File: config.mk
export PLATFORM = sky130hd
export DESIGN_NAME = spi_xfer_fsm
export DESIGN_NICKNAME = d
export VERILOG_FILES = /design/src/rtl/spi_flash_pkg.sv /design/src/rtl/spi_xfer_fsm.sv
export VERILOG_INCLUDE_DIRS = /design/src /design/src/rtl
export SDC_FILE = /design/constraint.sdc
export NUM_CORES = 1
export LEC_CHECK = 0
export BUFFER_PORTS_ARGS = -buffer_cell sky130_fd_sc_hd__buf_2
export CAP_MARGIN = 25
export CORE_AREA = 10 10 47 49
export CTS_CLUSTER_DIAMETER = 50
export DETAILED_ROUTE_END_ITERATION = 16
export DIE_AREA = 0 0 57 59
export PLACE_DENSITY = 0.34
export SLEW_MARGIN = 20
export SYNTH_ARGS = -nofsm -noshare
export SYNTH_HDL_FRONTEND = slang
export SYNTH_SLANG_ARGS = --single-unit
File: constraint.sdc
create_clock -name clk -period 1.09 [get_ports clk]
set_input_delay 0.218 -clock clk [delete_from_list [all_inputs] [get_ports clk]]
set_output_delay 0.218 -clock clk [all_outputs]
set_load 0.02 [all_outputs]
File: src/rtl/spi_flash_params.svh
`ifndef SPI_FLASH_PARAMS_SVH
`define SPI_FLASH_PARAMS_SVH

// ********************
// buffer geometry
// ********************

// host side word width, both buffers
`define SPI_WORD_BITS 32

// words per buffer
`define SPI_BUF_WORDS 128

// bit position within a transfer, 128 words x 32 bits = 4096 bits
`define SPI_BIT_IDX_BITS 12

// transfer length in bytes, 0 stands for the full 512 bytes
`define SPI_BYTE_CNT_BITS 9

`endif

File: src/rtl/spi_flash_pkg.sv
`include "spi_flash_params.svh"

package spi_flash_pkg;

    // width of the bit-within-word select
    localparam int unsigned WSEL_BITS = $clog2(`SPI_WORD_BITS);

    typedef logic [`SPI_WORD_BITS-1:0]         word_t;      // one buffer word
    typedef logic [$clog2(`SPI_BUF_WORDS)-1:0] word_addr_t; // word address, either buffer
    typedef logic [`SPI_BIT_IDX_BITS-1:0]      bit_idx_t;   // bit position in a transfer
    typedef logic [`SPI_BYTE_CNT_BITS-1:0]     byte_cnt_t;  // transfer length in bytes
    typedef logic [WSEL_BITS-1:0]              bit_sel_t;   // bit number inside a word

    // transfer sequencing
    typedef enum logic [1:0] {IDLE, SHIFT, DONE} xfer_state_t;

    // upper index bits pick the word
    function automatic word_addr_t idx_word(bit_idx_t idx);
        return word_addr_t'(idx >> WSEL_BITS);
    endfunction

    // low index bits count down from the MSB, so bit 0 of a transfer is word bit 31
    function automatic bit_sel_t idx_bit(bit_idx_t idx);
        return bit_sel_t'((`SPI_WORD_BITS - 1) - idx[WSEL_BITS-1:0]);
    endfunction

endpackage

File: src/rtl/spi_xfer_fsm.sv
`timescale 1ns/1ps

module spi_xfer_fsm (
    input  logic clk,
    input  logic reset,
    input  logic cmd_strobe, // one-cycle host command
    input  logic last_bit,   // from the bit counter
    output logic start,      // strobe accepted, latch length
    output logic cnt_clear,
    output logic cnt_en,
    output logic shifting,   // bit write enable for the rx buffer
    output logic spi_ss,     // active low
    output logic spi_clk,
    output logic busy,
    output logic done
);
    import spi_flash_pkg::*;

    xfer_state_t state;
    xfer_state_t state_next;

    // ********************
    // next state
    // ********************
    always_comb
    begin
        state_next = state;
        case (state)
            IDLE:
            begin
                if (cmd_strobe)
                    state_next = SHIFT;  // go straight to shifting, no load cycle
            end
            SHIFT:
            begin
                if (last_bit)
                    state_next = DONE;   // final bit goes out this cycle
            end
            DONE:
            begin
                state_next = IDLE;       // one cycle only
            end
            default:
            begin
                state_next = IDLE;       // unused encoding
            end
        endcase
    end

    // ********************
    // state and registered outputs
    // ********************
    // ss and done follow the next state so they line up with the state itself
    always_ff @(posedge clk)
    begin
        if (reset)
        begin
            state  <= IDLE;
            spi_ss <= 1'b1;  // deselected
            done   <= 1'b0;
        end
        else
        begin
            state  <= state_next;
            spi_ss <= (state_next != SHIFT);
            done   <= (state_next == DONE);
        end
    end

    // counter and buffer controls
    assign start     = (state == IDLE) && cmd_strobe; // strobes while busy are dropped
    assign cnt_en    = (state == SHIFT);
    assign shifting  = (state == SHIFT);             // miso written on the edge ending each bit
    assign cnt_clear = (state == DONE);              // counter back to 0 for next command

    // busy covers shifting plus the done cycle
    assign busy = (state != IDLE);

    // flash clock is the inverted system clock, only while selected
    // spi_ss moves on the rising clk edge, when ~clk is already low
    assign spi_clk = ~clk & ~spi_ss;

endmodule

==> summary.txt, run 1 <==
Route
  • DRC violation count after routing: 0
  • Total routed wirelength: 566 um
  • Post-DRT Antenna Nets: 0
  • DR iter-0 viols: 12
  • Vias post-DR: 193
  • Avg Vias per Cell: 3.712
  • Routed len/inst: 10.88 um
  • Drt pass-1 iters: 2

Placed design
  • Dpl cells: 44
  • IO buf count: 11
  • Post-DP HPWL: 391.3 um
  • Setup WS pre-CTS: 49.16 ps
  • GP Congestion: 0.7528

Logic synthesis
  • Mapped Nets: 22
  • Async set-or-reset flop fraction in the synthesized netlist: 0
  • Avg Inst Size Synth: 9.175 um2
  • Post-synthesis sequential area ratio: 0.4848
  • Synth cell types: 11
  • Count leader, synth: dfxtp_1
  • Post-synth top area cell: dfxtp_1
  • Cell count after synthesis: 18
  • Top cells by area, synth: dfxtp_1, nor2b_1, and3_1
  • Number of enable flip-flop cells after synthesis: 0
  • Yosys top cell area share: 0.4848
  • YS warnings: 0
  • Commonest cells post-synth: dfxtp_1, nor2b_1, and3_1, nor2_2
  • Main synth FF type: dfxtp_1
  • Mapped cell area: 165.2 um2
  • Register bit total from synthesis: 4

Global routing
  • First-pass GRT wire length: 945 um
  • Busiest grt layer: met4
  • Overall Global Routing Usage: 0.04542
  • M3 GR Usage: 0.06009
  • GRT met2 Usage: 0.03256
  • Initial antenna violation count: 0
  • Pin count of the biggest net entering global routing: 5
  • Met1 Use GR: 0.03810
  • Vias in the first global route: 229
  • Total gr overflow: 0

Final layout
  • Fillers: 167
  • Final core area utilization: 0.2411
  • Synthesis-to-layout area growth: 104.5%
  • N_diodes: 0
  • Share of layout cells above drive strength 1: 0.7222
  • Final cell count without fillers: 52
  • Nets@finish: 42

Timing
  • Max Clock Skew: 1.587 ps
  • # setup viols final: 7
  • Final period utilization: 1.221
  • Hold Fails Final Rpt: 0
  • Worst setup margin: -240.6 ps
  • Peak Freq: 751.6 MHz
  • Minimum clock period: 1331 ps
  • Slew Limit Fails: 0
  • Worst hold slack: 90.94 ps
  • Worst Max-Slew Pin Slew: 162.1 ps
  • RSZ-0062 raised after global routing: true
  • Slew margin rel.: 0.8917

Floorplanning
  • Die Wd: 57 um
  • IO Pins: 12
  • Starting Density: 0.1179
  • Row count: 14
  • Die area: 3363 um2
  • Die H: 59 um
  • Core ar.: 1401 um2

Clock tree
  • Count of hold-fix buffers inserted at cts: 0
  • CTS tree: done
  • Clk pin slew, worst setup/hold paths: 40 ps
  • Clock Latency Late Sink: 350 ps

Worst hold path
  • Worst min path class: in2reg

Power
  • Static leakage: 0.1774 nW
  • Max VDD drop: 0.5751 mV
  • Pwr Density: 1759 nW/um2

Critical path
  • WP data required: 870 ps
  • Crit-path max FO: 3
  • Crit path capture type: output port
  • Setup crit start kind: flip-flop
  • Critical path class: reg2out
  • Critical Path AT: 1110 ps

Outcome
  • Failing checks: negative setup slack
  • Outcome: finished, violations left

Flow run
  • Max-cap check violation count: 0
[worst max-delay path, cell delays in order, from the launching register on]
cell and delay (ps):
dfxtp_2 310, or2_4 250, nor2_4 80, buf_6 120
[layer usage]
| layer | up-vias | part of all wire |
|---|---|---|
| met4 | 0 | 0 |
| li1 | 93 | - |
| met2 | 16 | 0.37 |
| met1 | 84 | 0.45 |
| met3 | 0 | 0.19 |
| met5 | - | 0 |
[logic make-up after synthesis]
kind of cell | after synthesis | share of synthesized area
compound gates | 2 | 0.07575
buf+inv | 2 | 0.06818
flops | 4 | 0.4849
simple gates | 10 | 0.3712
[flip-flops by register name, summed over array words and instances, names as in the netlist]
| register | count |
|---|---|
| spi_ss | 1 |
| done | 1 |
| state | 2 |
[through the flow]
step	instance area (um2)	power [mW]	TNS [ps]
final	337.8	0.5942	-1023
after global routing	337.8	0.6522	-1448
after CTS	326.6	0.5960	-1107
after detailed placement	235.2	0.2624	0
after global placement	235.2	0.2609	0
after floorplan	167.7	0.2301	-1.104
[path summary, 6_finish.rpt]
check	from	cells past startpoint	endpoint	slack [ps]
worst max-delay path	state[0]	3	start	-240
worst min-delay path	reset	3	spi_ss	90
worst max register to register	state[0]	3	state[0]	190
worst min register to register	state[0]	2	state[1]	600
[power by group]
| group | internal (mW) | switching, mW |
|---|---|---|
| Combinational | 0.0548 | 0.0526 |
| Clock | 0.219 | 0.107 |
| Sequential | 0.157 | 0.00475 |
| Total | 0.430 | 0.164 |
[cells in the final DEF (no fill, tap or decap)]
master / count
o21ai_1: 1
buf_4: 6
dfxtp_1: 1
nor2_1: 1
and3_1: 2
nor2b_4: 1
nor2_2: 1
buf_6: 3
clkbuf_4: 5
nor2_4: 1
buf_2: 5
o21a_1: 1
dfxtp_2: 3
inv_1: 1
or2_4: 1
and2b_1: 1
nor2b_1: 2
[cell type report]
cell class,count,area [um2],area share
Inverter,1,3.754,0.01111
Tap cell,16,20.02,0.05926
Clock buffer,6,45.04,0.1333
Sequential cell,4,83.83,0.2481
Multi-Input combinational cell,12,88.84,0.2630
Timing Repair Buffer,13,96.34,0.2852
[what timing repair did]
action / in CTS / in global routing
resized for setup: 11 / 4
pin swaps: 3 / 1
setup endpoints to repair: 7 / 8
setup buffers: 3 / 0
No activity file was read; power rests on OpenSTA's default activity.
==> run 2, diff against run 1 <==
- CTS_BUF_LIST: unset -> sky130_fd_sc_hd__clkbuf_16
==> summary.txt, run 2 (synthesis results as in run 1) <==
Floorplanning
  • Row count: 14 (unchanged)
  • Starting Density: 0.1179 (unchanged)
  • IO Pins: 12 (unchanged)
  • Die H: 59 um (unchanged)
  • Die Wd: 57 um (unchanged)
  • Core ar.: 1401 um2 (unchanged)
  • Die area: 3363 um2 (unchanged)

Route
  • Post-DRT Antenna Nets: 0 (unchanged)
  • Drt pass-1 iters: 2 (unchanged)
  • Wire length on met3: 99 um (was 106 um)
  • Routed len/inst: 11.37 um (was 10.88 um)
  • DRC violation count after routing: 0 (unchanged)
  • Met2 wire length: 204 um (was 207 um)
  • Uppermost layer routed: met4 (was met3)
  • M1 wire length: 262 um (was 252 um)
  • Avg Vias per Cell: 3.827 (was 3.712)
  • Vias post-DR: 199 (was 193)
  • Total routed wirelength: 591 um (was 566 um)
  • DR iter-0 viols: 3 (was 12)

Placed design
  • Post-DP HPWL: 391.3 um (unchanged)
  • IO buf count: 11 (unchanged)
  • GP Congestion: 0.7528 (unchanged)
  • Setup WS pre-CTS: 49.16 ps (unchanged)

Worst hold path
  • Worst min path class: in2reg (unchanged)

Clock tree
  • CTS tree: done (unchanged)
  • Clock Latency Late Sink: 340 ps (was 350 ps)
  • Count of hold-fix buffers inserted at cts: 0 (unchanged)
  • Clk pin slew, worst setup/hold paths: 30 ps (was 40 ps)

Critical path
  • Critical Path AT: 1100 ps (was 1110 ps)
  • CP bufs+invs: 1 (unchanged)
  • R2r endpoint: state[0] (unchanged)
  • WP data required: 870 ps (about the same)
  • Worst reg-to-reg path cell count: 3 (unchanged)
  • Setup crit start kind: flip-flop (unchanged)
  • CP Cell Sequence: or2_4 > nor2_4 > buf_6 (unchanged)
  • Critical path class: reg2out (unchanged)
  • Crit path capture type: output port (unchanged)
  • Critical-path top delay cell: dfxtp_2 (unchanged)
  • Cell family with most CP delay: simple AND/OR/NAND/NOR gates (unchanged)
  • Crit-path max FO: 3 (unchanged)
  • Crit-path max cell delay: 310 ps (about the same)
  • CP endpoint: start (unchanged)
  • WP depth: 3 (unchanged)
  • Crit path from: state[0] (unchanged)
  • R2r startpoint: state[0] (unchanged)
  • Worst R2R Setup Slack: 200 ps (was 190 ps)

Power
  • Pwr Density: 2905 nW/um2 (was 1759 nW/um2)
  • Total power: 1.268 mW (was 594.2 uW)
  • Static leakage: 0.2171 nW (was 0.1774 nW)
  • Max VDD drop: 0.9656 mV (was 0.5751 mV)

Final layout
  • Share of layout cells above drive strength 1: 0.7500 (was 0.7222)
  • Synthesis-to-layout area growth: 164.4% (was 104.5%)
  • Biggest register: state (unchanged)
  • Max reg flops: 2 (unchanged)
  • Nets@finish: 42 (unchanged)
  • Largest regs: state: 2 flops, done: 1 flops, spi_ss: 1 flops (unchanged)
  • Commonest non-fill, non-tap cells in the layout: clkbuf_16, buf_2, buf_4, buf_6, dfxtp_2 (was buf_4, clkbuf_4, buf_2, buf_6, dfxtp_2)
  • N_diodes: 0 (unchanged)

Timing
  • Final period utilization: 1.208 (was 1.221)
  • Peak Freq: 759.8 MHz (was 751.6 MHz)
  • Minimum clock period: 1316 ps (was 1331 ps)
  • RSZ-0062 raised after global routing: true (unchanged)
  • Hold Fails Final Rpt: 0 (unchanged)
  • Slew Limit Fails: 0 (unchanged)
  • Max Clock Skew: 0.3542 ps (was 1.587 ps)
  • Worst Max-Slew Pin Slew: 160.6 ps (was 162.1 ps)
  • Slew margin rel.: 0.8927 (was 0.8917)
  • Worst setup margin: -226.2 ps (was -240.6 ps)
  • # setup viols final: 6 (was 7)

Outcome
  • Outcome: finished, violations left (unchanged)
  • Failing checks: negative setup slack (unchanged)

Global routing
  • Overall Global Routing Usage: 0.04628 (was 0.04542)
  • First-pass GRT wire length: 1007 um (was 945 um)
  • Total gr overflow: 0 (unchanged)
  • Vias in the first global route: 244 (was 229)
  • Pin count of the biggest net entering global routing: 5 (unchanged)
  • Initial antenna violation count: 0 (unchanged)

Flow run
  • Max-cap check violation count: 0 (unchanged)
[run 2: cell types whose count changed in the layout (fill, tap and decap cells not counted)]
cell / delta
buf_4: -1
buf_6: +1
clkbuf_16: +5
nor2_4: +1
clkbuf_4: -5
nor2_1: -1
[run 2: cell type report]
| type | instances | area [um2] |
|---|---|---|
| Fill cell | 160 | 964.7 |
| Clock buffer | 6 | 136.4 |
| Multi-Input combinational cell | 12 | 96.34 |
| Timing Repair Buffer | 13 | 96.34 |
| Sequential cell | 4 | 83.83 |
| Tap cell | 16 | 20.02 |
| Inverter | 1 | 3.754 |
[run 2: stage by stage]
stage | TNS [ps] | instances | instance area, um2 | hold slack [ps] | utilization
after detailed placement | 0 | 44 | 235.2 | 374.6 | 0.1679
after global routing | -1205 | 52 | 436.7 | 126.3 | 0.3116
after CTS | -994.6 | 52 | 429.2 | 113.1 | 0.3063
after floorplan | -1.104 | 18 | 167.7 | 292.9 | -
final | -955.2 | 52 | 436.7 | 110.5 | 0.3116
after global placement | 0 | 44 | 235.2 | 374.6 | 0.1679
[run 2: worst min-delay path by stage]
stage                     start      end  slack (ps)  depth (start not counted)
final                     reset   spi_ss         110                          3
after global routing      reset   spi_ss         130                          3
after CTS                 reset   spi_ss         110                          3
after detailed placement    clk  spi_clk         370                          2
after global placement      clk  spi_clk         370                          2
after floorplan             clk  spi_clk         290                          1
[run 2: layer usage]
layer | vias up | track usage
met5 | - | 0
met4 | 0 | 0.07047
met3 | 2 | 0.06009
met2 | 16 | 0.03721
met1 | 88 | 0.04048
li1 | 93 | -
[run 2: timing repair]
| action | CTS | global route |
|---|---|---|
| buffers inserted | 3 | 0 |
| pin swaps | 3 | 1 |
| gates resized for setup | 16 | 2 |
| setup endpoints to repair | 7 | 7 |
[run 2: report_power, final]
| group | switching (mW) | internal [mW] |
|---|---|---|
| Clock | 0.187 | 0.810 |
| Combinational | 0.0524 | 0.0548 |
| Sequential | 0.00631 | 0.157 |
[run 2: worst reg2reg max path, cell delays in order (launching register included)]
cell and delay, ps:
dfxtp_2 310, buf_4 130, and2b_1 160, o21a_1 180
