[config.mk]
export PLATFORM = sky130hd
export DESIGN_NAME = spi_bit_counter
export DESIGN_NICKNAME = d
export VERILOG_FILES = /design/src/rtl/spi_flash_pkg.sv /design/src/rtl/spi_bit_counter.sv
export VERILOG_INCLUDE_DIRS = /design/src /design/src/rtl
export SDC_FILE = /design/constraint.sdc
export NUM_CORES = 1
export LEC_CHECK = 0
export BUFFER_PORTS_ARGS = -buffer_cell sky130_fd_sc_hd__buf_2
export CORE_ASPECT_RATIO = 1.4
export CORE_UTILIZATION = 55
export DETAILED_ROUTE_END_ITERATION = 7
export GPL_TIMING_DRIVEN = 0
export HOLD_SLACK_MARGIN = 0.12
export PLACE_DENSITY = 0.81
export SLEW_MARGIN = 20
export SYNTH_ARGS = -nofsm -noshare
export SYNTH_HDL_FRONTEND = slang
export SYNTH_SLANG_ARGS = --single-unit
export TNS_END_PERCENT = 1
[constraint.sdc]
create_clock -name clk -period 5.9 [get_ports clk]
set_clock_uncertainty 0.2 [all_clocks]
set_input_delay 1.475 -clock clk [delete_from_list [all_inputs] [get_ports clk]]
set_output_delay 1.475 -clock clk [all_outputs]
set_load 0.05 [all_outputs]
[src/rtl/spi_flash_params.svh]
`ifndef SPI_FLASH_PARAMS_SVH
`define SPI_FLASH_PARAMS_SVH

// ********************
// buffer geometry
// ********************

// host side word width, both buffers
`define SPI_WORD_BITS 32

// words per buffer
`define SPI_BUF_WORDS 128

// bit position within a transfer, 128 words x 32 bits = 4096 bits
`define SPI_BIT_IDX_BITS 12

// transfer length in bytes, 0 stands for the full 512 bytes
`define SPI_BYTE_CNT_BITS 9

`endif

[src/rtl/spi_flash_pkg.sv]
`include "spi_flash_params.svh"

package spi_flash_pkg;

    // width of the bit-within-word select
    localparam int unsigned WSEL_BITS = $clog2(`SPI_WORD_BITS);

    typedef logic [`SPI_WORD_BITS-1:0]         word_t;      // one buffer word
    typedef logic [$clog2(`SPI_BUF_WORDS)-1:0] word_addr_t; // word address, either buffer
    typedef logic [`SPI_BIT_IDX_BITS-1:0]      bit_idx_t;   // bit position in a transfer
    typedef logic [`SPI_BYTE_CNT_BITS-1:0]     byte_cnt_t;  // transfer length in bytes
    typedef logic [WSEL_BITS-1:0]              bit_sel_t;   // bit number inside a word

    // transfer sequencing
    typedef enum logic [1:0] {IDLE, SHIFT, DONE} xfer_state_t;

    // upper index bits pick the word
    function automatic word_addr_t idx_word(bit_idx_t idx);
        return word_addr_t'(idx >> WSEL_BITS);
    endfunction

    // low index bits count down from the MSB, so bit 0 of a transfer is word bit 31
    function automatic bit_sel_t idx_bit(bit_idx_t idx);
        return bit_sel_t'((`SPI_WORD_BITS - 1) - idx[WSEL_BITS-1:0]);
    endfunction

endpackage

[src/rtl/spi_bit_counter.sv]
`timescale 1ns/1ps

module spi_bit_counter (
    input  logic                    clk,
    input  logic                    reset,
    input  logic                    start,     // qualified strobe, idle only
    input  spi_flash_pkg::byte_cnt_t byte_cnt, // sampled with start
    input  logic                    cnt_clear,
    input  logic                    cnt_en,
    output spi_flash_pkg::bit_idx_t bit_idx,   // current bit of the transfer
    output logic                    last_bit   // count sits on the final bit
);
    import spi_flash_pkg::*;

    bit_idx_t last_idx; // 8 x len - 1, captured at start

    // ********************
    // length capture
    // ********************
    // a byte count of 0 wraps to 4095, i.e. the whole 512-byte buffer
    always_ff @(posedge clk)
    begin
        if (reset)
            last_idx <= '0;
        else if (start)
            last_idx <= {byte_cnt, 3'b000} - bit_idx_t'(1); // bytes to bits, minus one
    end

    // ********************
    // bit counter
    // ********************
    always_ff @(posedge clk)
    begin
        if (reset)
            bit_idx <= '0;
        else if (cnt_clear)
            bit_idx <= '0;                         // ready for the next transfer
        else if (cnt_en)
            bit_idx <= bit_idx + bit_idx_t'(1);    // one bit per shift cycle
    end

    // single compare point for end of transfer
    assign last_bit = (bit_idx == last_idx);

endmodule

==> metrics list, run 1 <==
* Final critical delay including setup and external delays: 3.27 ns
- The synthesized design spends more area on one cell type than any other, namely dfxtp_1.
- In this run, the number of DRC markers left after iteration 0 of detailed routing was 4.
- For the pin with the worst max-slew slack, the measured transition is around 0.44 ns.
- The number of setup buffers added after CTS is 0.
- Number of fill cells in the layout: 159
- The floorplan step defined a die boundary enclosing 2180 µm².
- Number of distinct library cells after synthesis: 28
* Antenna-violating nets left: 0
- Once layout is done, the placed cells without fillers occupy 1280 µm².
* Effective utilization at floorplan: between 60% and 70%
- RD Place Congestion: 0.715
* Hold crit path type: reg -> reg
- Entering global routing, the biggest net connects 13 pins.
- Along the worst path, the maximum fanout reaches 6.
* Global-route congestion overflow total: 0
- The worst setup path is of the reg -> out kind.
- Startpoint type of the worst setup path: register
- In this run the tool buffered the top-level ports with 24 buffer cells.
* Hold violation total from the final report: 0
* Final HPWL from detailed placement: ~1800 µm
* Vias: between 1000 and 1500
- Clock Sink Count: 22
* Peak ir drop on the vdd network: ~150 µV
- Yosys warns: 0
- Counting every instance in the synthesized netlist gives 127.
* Number of register bits inferred by synthesis: 22
* Antenna violations before repair: 0
* Max Buffers Root-to-Sink: 2
- Count of antenna diodes in the layout: 0
- For the worst setup path, the data arrival time is 1.60 ns.
- The first global-routing pass estimated ~3500 µm of wire.
* Switching power: 0.0685 mW
- In this run the vertical extent of the chip is 54.9 µm.
- The worst register-to-register path has a depth of 4.
- The run finished with clean final reports.
- Setup repair after global routing left no endpoint under its margin.
- STA classifies the critical path endpoint as an output port.
- Net switching is 25.0% of the power.
- The tree is rooted in a clkbuf_4.
- After clock tree synthesis, the clock-pin slew on the worst setup and hold paths is 0.12 ns.
- Max-cap violations in this run came to 0.
- Combinational Power Share: 12.0%
- Area share of the largest cell type after synthesis: 40.1%
- Total setup violations reported at the end of the flow: 0
* CTS H-tree depth: 1
* Cell types occupying the most area after synthesis: dfxtp_1 (40%), xnor2_1 (8.0%), nor2_1 (6.2%), a311oi_1 (4.8%), o31ai_1 (3.4%)
- Site Rows: 18
* Detailed Route WL: 2300 µm
* Cell Int Power: slightly above 0.2 mW
- Number of vias per cell: 5.90
- For the worst setup path, the data required time is 4.22 ns.
- Number of buffers added by the clock tree synthesis step: 3
- After detailed routing, the number of remaining DRC violations is 0.
* Cell Area, Synth: between 1000 and 1500 µm²
- By instance count, the leading cell after synthesis is dfxtp_1.
- 27 I/O pins were placed.
* Dpl cell area: 1240 µm²
* Max-slew violation count: 0
* Proportion of power drawn by flip-flops and latches: 57.8%
- Top post-synthesis cells by count: dfxtp_1 (22), nor2_1 (18), xnor2_1 (10)
- In this run, post-CTS repair resized a total of 0 instances.
* WL/cell: ~13 µm
* Pwr dens: 214 nW/µm²
* Area of the core: 1820 µm²
* CTS Hold Bufs: 0
- Of the synthesized area, sequential elements account for 40.1%.
- Number of global-route vias before repair: 890
- The share of total power dissipated in the clock network is 30.3%.
- Cell depth of the worst hold path: 2
- Normalized max-slew margin: 70.7%
* Detailed-routing iteration count for the pre-antenna-repair pass: 4
- Adding up every negative setup slack in the final design gives 0 ns.
* Main synth FF type: dfxtp_1
- Compared with the post-synthesis result, the final layout area differs by 16.5%.
* P_leak: around 0.47 nW
- At the end of the flow, the number of nets in the layout was 172.
* Highest clock rate: 0.306 GHz
- From left edge to right edge, the die measures 39.8 µm.
- TritonCTS clock tree: built
* Total routing resource utilization after global routing: 22.8%
- After synthesis, the share of flip-flops with an asynchronous set or reset is 0%.
* Post-synth EDFFs: 0
* Post-synthesis net count: roughly 140
* Ratio of cells with drive above 1 in the final layout: 20.6%
* Period utilisation layout: 55.4%
* Average cell area after synthesis: 8.64 µm²
* Latest clock arrival within the worst-skew pair: 0.30 ns
-- cell families (layout without fill, tap and decap cells) --
kind of cell	count (synthesis)	after routing	synth area share [%]
fa+ha+maj	2	2	2.28
buf+inv	11	39	3.88
compound gates	27	27	16.4
mux	2	2	1.94
xor+xnor	14	14	11.2
flops	22	22	40.1
simple gates	49	49	24.2
-- per-layer routing --
layer | global-route usage, % | part of all wire [%] | up-vias
met2 | 45.9 | 56 | 26
met5 | 0 | 0 | -
met1 | 23.6 | 41 | 481
met4 | 5.17 | 0.61 | 0
met3 | 2.44 | 3.0 | 2
li1 | - | - | 523
-- area by class of cell --
type | instances | area, µm² | area share (%)
clock buffers | 4 | 36.3 | 2.84
well taps | 20 | 25.0 | 1.96
repair buffers | 24 | 120 | 9.39
multi-input cells | 94 | 614 | 48.0
inverters | 5 | 18.8 | 1.47
flip-flops and latches | 22 | 440 | 34.4
plain buffers | 6 | 23.8 | 1.86
-- worst paths after layout --
path                            startpoint                  endpoint  slack [ns]
setup / recovery   bit_idx[3]$_SDFFE_PP0P_                  last_bit        2.63
hold / removal    last_idx[2]$_SDFFE_PP0P_  last_idx[2]$_SDFFE_PP0P_        0.31
setup reg to reg   bit_idx[3]$_SDFFE_PP0P_  bit_idx[11]$_SDFFE_PP0P_        4.06
hold reg to reg   last_idx[2]$_SDFFE_PP0P_  last_idx[2]$_SDFFE_PP0P_        0.31
-- per-stage QoR --
step	total power [mW]	hold slack [ns]	setup WS [ns]	instances	utilization, %
5_1_grt	0.282	0.338	2.52	175	70.1
6_report	0.274	0.313	2.63	175	70.1
4_1_cts	0.275	0.312	2.63	175	70.1
3_5_place_dp	0.195	0.293	2.73	171	68.1
3_3_place_gp	0.193	0.281	2.78	171	68.1
2_1_floorplan	0.183	0.250	2.05	127	-
-- cell usage in the layout (no fill, tap or decap), types with 5 or more instances in the layout --
cell type / instances
dfxtp_1: 22
inv_1: 5
or3_1: 6
o31ai_1: 5
a21oi_1: 6
clkbuf_1: 5
nor2_1: 18
a311oi_1: 6
buf_2: 24
or4_1: 5
o21ai_0: 6
xnor2_1: 10
-- worst max-delay path, stage by stage, from the launching register on --
cell	delay (ns)
dfxtp_1	0.33
clkbuf_2	0.16
xnor2_1	0.20
o211ai_1	0.13
nor3_1	0.20
buf_2	0.29
-- flip-flops by register name, indices dropped and copies added, names as in the netlist --
signal / count
last_idx: 10
bit_idx: 12
-- power by group through the flow --
stage | logic [mW] | clock network (mW) | registers, mW
final | 0.0328 | 0.0830 | 0.158
after CTS | 0.0332 | 0.0831 | 0.158
after floorplan | 0.0211 | 0 | 0.162
after global placement | 0.0316 | 0 | 0.161
after global routing | 0.0363 | 0.0862 | 0.159
after detailed placement | 0.0330 | 0 | 0.162
(Power assumes the default switching activity.)
==> inputs of run 2 (changes only) <==
Settings changed: CORE_UTILIZATION 55 to 51, PLACE_DENSITY 0.81 to 0.76.
Clock period 5.9 ns to 3.2 ns, I/O delays scaled along.
==> run 2 against run 1 <==
Final cell count grew 0.57%. Register-to-register slack got worse by 2.7 ns. Worst hold slack got worse by 0.015 ns. Via count decreased by 1.5%. Design area increased by 1.4%. Highest routed layer unchanged.
==> metrics list, run 2 (synthesis results as in run 1) <==
- The run finished with clean final reports.
- Setup violations remaining at the end of the flow were counted as 0.
* Largest register FFs: 12
* Met2 Routed Length: 1230 µm
- Internal power comes to 0.437 mW.
- The first global-routing pass estimated 3730 µm of wire.
* Global-route congestion overflow total: 0
* Detailed-routing iteration count for the pre-antenna-repair pass: 4
- The final layout contains ~170 nets.
* Type of destination of the critical path: output port
- In the final layout, the registers with the most flip-flops are bit_idx x12, last_idx x10.
- RD Place Congestion: ~0.66
- Measured along the y axis, the die boundary spans around 57 µm.
- Starting DRC count in detailed routing: 8
* Hold violation total from the final report: 0
- Global routing consumed, over all layers together, between 20% and 30% of the routing resources.
* Proportion of power drawn by flip-flops and latches: 51.5%
- Startpoint type of the worst setup path: register
- The initial antenna violation count is 0.
- Switching power: 0.130 mW
* Post-route setup TNS: 0 ns
* Clock Sink Count: 22
- The floorplan step defined a die boundary enclosing 2340 µm².
* Effective utilization at floorplan: 54.9%
* Pwr dens: between 400 and 500 nW/µm²
- Number of vias per cell: between 5 and 6
- Once detail routing completed, the nets flagged for antenna violations numbered 0.
* Data required time of the critical path: 2.20 ns
* Horiz. Die Dim: 41.2 µm
* P_leak: roughly 0.48 nW
- The final max-slew violation count is 0.
* TritonCTS clock tree: built
- Net switching is 23.0% of the power.
- Area occupied by multi-input gates: 614 µm²
* Clock power frac: 37.9%
- The later pin in the worst-skew pair is clocked with a latency of 0.31 ns.
- Along the worst path, the maximum fanout reaches 7.
- After layout, the worst setup slack is ~0.56 ns.
- For this design, the CTS-stage hold fixing added 0 buffers.
- Count of antenna diodes in the layout: 0
* Slew at the pin closest to its max-slew limit: 0.432 ns
- Met1 wire length: 930 µm
- Setup slack on the worst reg-to-reg path comes out at 1.33 ns.
- The critical path is of the reg -> out type.
- IR analysis of the VDD net gives a maximum drop of 245 µV.
- The floorplan step defined a core boundary enclosing 2000 µm².
- Normalized max-slew margin: a little under three quarters
* Highest clock rate: 0.378 GHz
- Leading cell types in the layout, fill and taps excluded: buf_2 (24), dfxtp_1 (22), nor2_1 (18), xnor2_1 (10)
* Number of fill cells in the layout: 192
- The library cell used most frequently in the layout, excluding fill and tap cells, is buf_2.
- The sequential cells in the finished layout cover a total of 440 µm².
- For this block, the via count after detailed routing is 1017.
- Area delta synth->final: 18.1%
- The tool flagged a number of max-cap violations equal to 0.
- Setup repair after global routing left no endpoint under its margin.
* Max Buffers Root-to-Sink: 2
- Final critical delay including setup and external delays: 2.64 ns
- Ratio of cells with drive above 1 in the final layout: 20.6%
- The cell sitting at the root of the clock tree is a clkbuf_4.
- The floorplan has 19 rows.
* Top-level I/O count: 27
- Resized cells post-CTS: 0
- Buffers inserted during clock tree synthesis total 3.
- Most flops, register: bit_idx
- Data arrival time of the worst path: 1.64 ns
* CTS H-tree depth: 1
- Detailed route wirelength on metal3: 69 µm
* Number of global-route vias before repair: 921
* Clock-pin transition on the worst setup and hold timing paths: about 0.13 ns
- For this run, design rule violations remaining after detail routing come to 0.
* Final HPWL from detailed placement: 1770 µm
* Period utilisation layout: 82.6%
- Setup slack at placement: 0.706 ns
- WL/cell: approximately 13 µm
* Largest net degree at the start of global routing: 14
- # port buffers: 24
- Post-CTS repair timing setup buffer count: 0
- The share of total power dissipated in combinational logic is a little over a tenth.
* Hold crit path type: reg -> reg
- Routed signal wires occupy layers up through met4.
- Detailed Route WL: 2300 µm
## run 2: layout make-up
cell class | count | share of cell area [%]
clock inverters | 1 | 2.32
well taps | 21 | 2.03
multi-input cells | 94 | 47.4
plain buffers | 6 | 1.83
repair buffers | 24 | 9.27
inverters | 5 | 1.45
clock buffers | 3 | 1.74
flip-flops and latches | 22 | 34.0
## run 2: power by group through the flow
stage | sequential [mW] | clock [mW] | combinational (mW)
detailed placement | 0.298 | 0 | 0.0607
global route | 0.293 | 0.230 | 0.0670
floorplan | 0.299 | 0 | 0.0388
global placement | 0.297 | 0 | 0.0586
finish | 0.292 | 0.215 | 0.0604
CTS | 0.292 | 0.218 | 0.0613
## run 2: metrics by stage
stage / cells / hold slack (ns) / instance area (µm²) / total power, mW / util (%)
global route: 176 / 0.324 / 1300 / 0.590 / 64.9
finish: 176 / 0.299 / 1300 / 0.567 / 64.9
detailed placement: 172 / 0.281 / 1240 / 0.359 / 62.3
CTS: 176 / 0.300 / 1300 / 0.571 / 64.9
floorplan: 127 / 0.250 / 1100 / 0.338 / -
global placement: 172 / 0.274 / 1240 / 0.356 / 62.3
## run 2: worst paths after layout
check	startpoint	to	cells after the start
max	bit_idx[2]$_SDFFE_PP0P_	last_bit	4
max reg2reg	bit_idx[3]$_SDFFE_PP0P_	bit_idx[11]$_SDFFE_PP0P_	4
min reg2reg	last_idx[2]$_SDFFE_PP0P_	last_idx[2]$_SDFFE_PP0P_	2
min	last_idx[2]$_SDFFE_PP0P_	last_idx[2]$_SDFFE_PP0P_	2
## run 2: worst max-delay path: stages, from the launching register on
cell and delay (ns):
dfxtp_1 0.48, and4_1 0.23, o211ai_1 0.12, nor3_1 0.20
buf_2 0.29
## run 2: layer usage
layer  vias up  track usage [%]
met2        28             39.5
met5         -                0
li1        518                -
met1       464             23.5
met4         0             12.4
met3         7             2.77
==> inputs of run 3 (changes only) <==
Settings changed: CORE_UTILIZATION 51 to 46, PLACE_DENSITY 0.76 to 0.72.
Clock period 3.2 ns to 2.26 ns, I/O delays scaled along.
==> run 3 against run 2 <==
Clock-buffer cell count stayed put. Non-clock buffer count stayed put. Routed wire length is 5.8% lower. Global-route usage is 4.0 points lower. Sequential share of layout area is 0.18 points higher. Register-to-register slack worse by 0.88 ns. Critical path depth stayed put. Critical path type unchanged. Highest routed layer unchanged.
==> metrics list, run 3 (synthesis results as in run 1) <==
- P_leak: 0.483 nW
- Cell at the root of the clock tree: clkbuf_4
- In this run the remaining antenna-violating nets after routing total 0.
- Vias: 1004
* Area delta synth->final: 20.2%
* Largest net degree at the start of global routing: 12
* Number of global-route vias before repair: 879
- The flow ran to the end, and the final reports show no timing, DRC or antenna violations.
- Final critical delay including setup and external delays: 2.23 ns
- Normalized max-slew margin: 71.0%
- The number of antenna diodes in the final layout is 0.
* # port buffers: 24
- Total setup violations reported at the end of the flow: 0
- Max Buffers Root-to-Sink: 2
- From left edge to right edge, the die measures 43.3 µm.
- RD Place Congestion: 0.822
* Area occupied by multi-input gates: ~650 µm²
- Once the floorplan was initialized, standard cells occupied between 40% and 50% of the core.
- Across the run, the number of max-cap violations was 0.
- Critical R2R Capture: bit_idx[11]$_SDFFE_PP0P_
- 27 I/O pins were placed.
- Number of buffers added by the clock tree synthesis step: 3
- For this block, the initial DRC count from the detailed router was 21.
- Flop-to-flop setup slack: 0.45 ns
* Area of the core: ~2200 µm²
- Most common cell after layout, fill and taps aside: buf_2
- The register with the most flip-flops in the layout has 12 of them.
- Counting cells, the worst reg-to-reg path comes to 4.
- Drt drc: 0
- Counting every sink on the clock net gives 22.
- The startpoint identified for the worst register-to-register timing path is bit_idx[3]$_SDFFE_PP0P_.
- Ranked by flip-flop count, first place goes to bit_idx.
- Final HPWL from detailed placement: 1740 µm
* Hold violation total from the final report: 0
- WL/cell: about 12 µm
* Regs by FF count: bit_idx x12, last_idx x10
- Latest clock arrival within the worst-skew pair: 0.31 ns
- Once the clock tree was built, the setup fixing pass inserted 0 buffers.
* Reg area: ~450 µm²
- Crit Path Category: reg -> out
* Clock-pin transition on the worst setup and hold timing paths: 0.12 ns
* Site Rows: 20
- In the final layout, the share of cells above drive strength 1 is 27.9%.
- Y dimension of the die: between 50 and 60 µm
* CTS H-tree depth: 1
- Highest clock rate: 0.448 GHz
- Die footprint: 2590 µm²
- Across all hold checks on the routed design, the worst slack comes to 0.248 ns.
* Period utilisation layout: 98.7%
- Peak fanout along the critical path: 6
- The initial antenna violation count was 0.
- Number of fill cells in the layout: 218
* Type of destination of the critical path: output port
- Summed over all layers, the routed wires come to approximately 2200 µm.
* Critical path capture point: last_bit
* Data required time of the critical path: approximately 1.5 ns
* Detailed-routing iteration count for the pre-antenna-repair pass: 4
- For the final routed database, the setup TNS stands at 0 ns.
- Global routing finished with a remaining overflow of 0.
* Number of nets in the layout: roughly 170
* Sum of internal, switching and leakage power: 0.682 mW
- TritonCTS built the clock tree.
* Leading cell types in the layout, fill and taps excluded: buf_2 (23), nor2_1 (18), dfxtp_1 (14), xnor2_1 (8), dfxtp_2 (8)
- After detailed routing, the number of vias per cell comes to 5.70.
- Final standard cell area without fillers: ~1300 µm²
- The first global-routing pass estimated 3610 µm of wire.
- Data arrival time of the worst path: 1.47 ns
- Startpoint type of the worst setup path: register
- Dpl cell area: 1260 µm²
- Max-slew violation count: 0
- In this run the worst hold path is classified as in -> reg.
- Pwr dens: between 500 and 600 nW/µm²
* Startpoint of the most critical setup path: bit_idx[0]$_SDFFE_PP0P_
- Total routing resource utilization after global routing: 18.6%
- For the pin with the worst max-slew slack, the measured transition is 0.435 ns.
* Peak ir drop on the vdd network: 364 µV
## run 3: changes by cell type in the layout (fill, tap and decap cells not counted), sizes merged
cell	previous run	this run
bufinv	1	0
## run 3: layout make-up
type / instances / area share (%)
sequential: 22 / 34.2
inverter: 5 / 1.42
timing repair buffer: 24 / 9.58
clock buffer: 3 / 1.71
tap: 22 / 2.09
buffer: 6 / 1.99
multi-input combinational: 94 / 49.1
## run 3: layer usage
layer  up-vias  part of all wire, %  GRT usage (%)
met4         0                  2.8           11.7
met2        25                   54           34.5
li1        519                    -              -
met3         6                  3.3           1.81
met1       454                   40           19.5
met5         -                    0              0
## run 3: per-stage QoR
| step | setup slack [ns] | cells | util, % |
|---|---|---|---|
| after floorplan | 0.00731 | 127 | - |
| after global routing | -0.0549 | 176 | 59.9 |
| after detailed placement | -0.00751 | 173 | 57.4 |
| after global placement | 0.0405 | 173 | 57.4 |
| after CTS | 0.0182 | 176 | 58.7 |
| final | 0.0297 | 176 | 59.9 |
## run 3: worst min path at each step
| stage | startpoint | end | slack (ns) | cells after the start |
|---|---|---|---|---|
| 3_3_place_gp | last_idx[2]$_SDFFE_PP0P_ | last_idx[2]$_SDFFE_PP0P_ | 0.27 | 2 |
| 3_5_place_dp | last_idx[2]$_SDFFE_PP0P_ | last_idx[2]$_SDFFE_PP0P_ | 0.28 | 2 |
| 6_report | byte_cnt[0] | last_idx[3]$_SDFFE_PP0P_ | 0.25 | 2 |
| 4_1_cts | byte_cnt[0] | last_idx[3]$_SDFFE_PP0P_ | 0.25 | 2 |
| 2_1_floorplan | last_idx[2]$_SDFFE_PP0P_ | last_idx[2]$_SDFFE_PP0P_ | 0.25 | 2 |
| 5_1_grt | byte_cnt[0] | last_idx[3]$_SDFFE_PP0P_ | 0.25 | 2 |
## run 3: critical path, stage by stage (launching register included)
cell and delay, ns:
dfxtp_2 0.37, nor4_2 0.28, o211ai_1 0.17, nor3_4 0.15, buf_6 0.18
## run 3: where the power goes
part           switching, mW  internal [mW]  total, mW
Clock                  0.113         0.0623      0.175
Sequential            0.0121          0.402      0.414
Combinational         0.0511         0.0412     0.0923
## run 3: timing repair
item,in CTS,in global routing
pin swaps,0,1
endpoints found under the setup margin,1,1
hold buffers,0,0
gates resized for setup,2,7
hold endpoints to repair,0,0
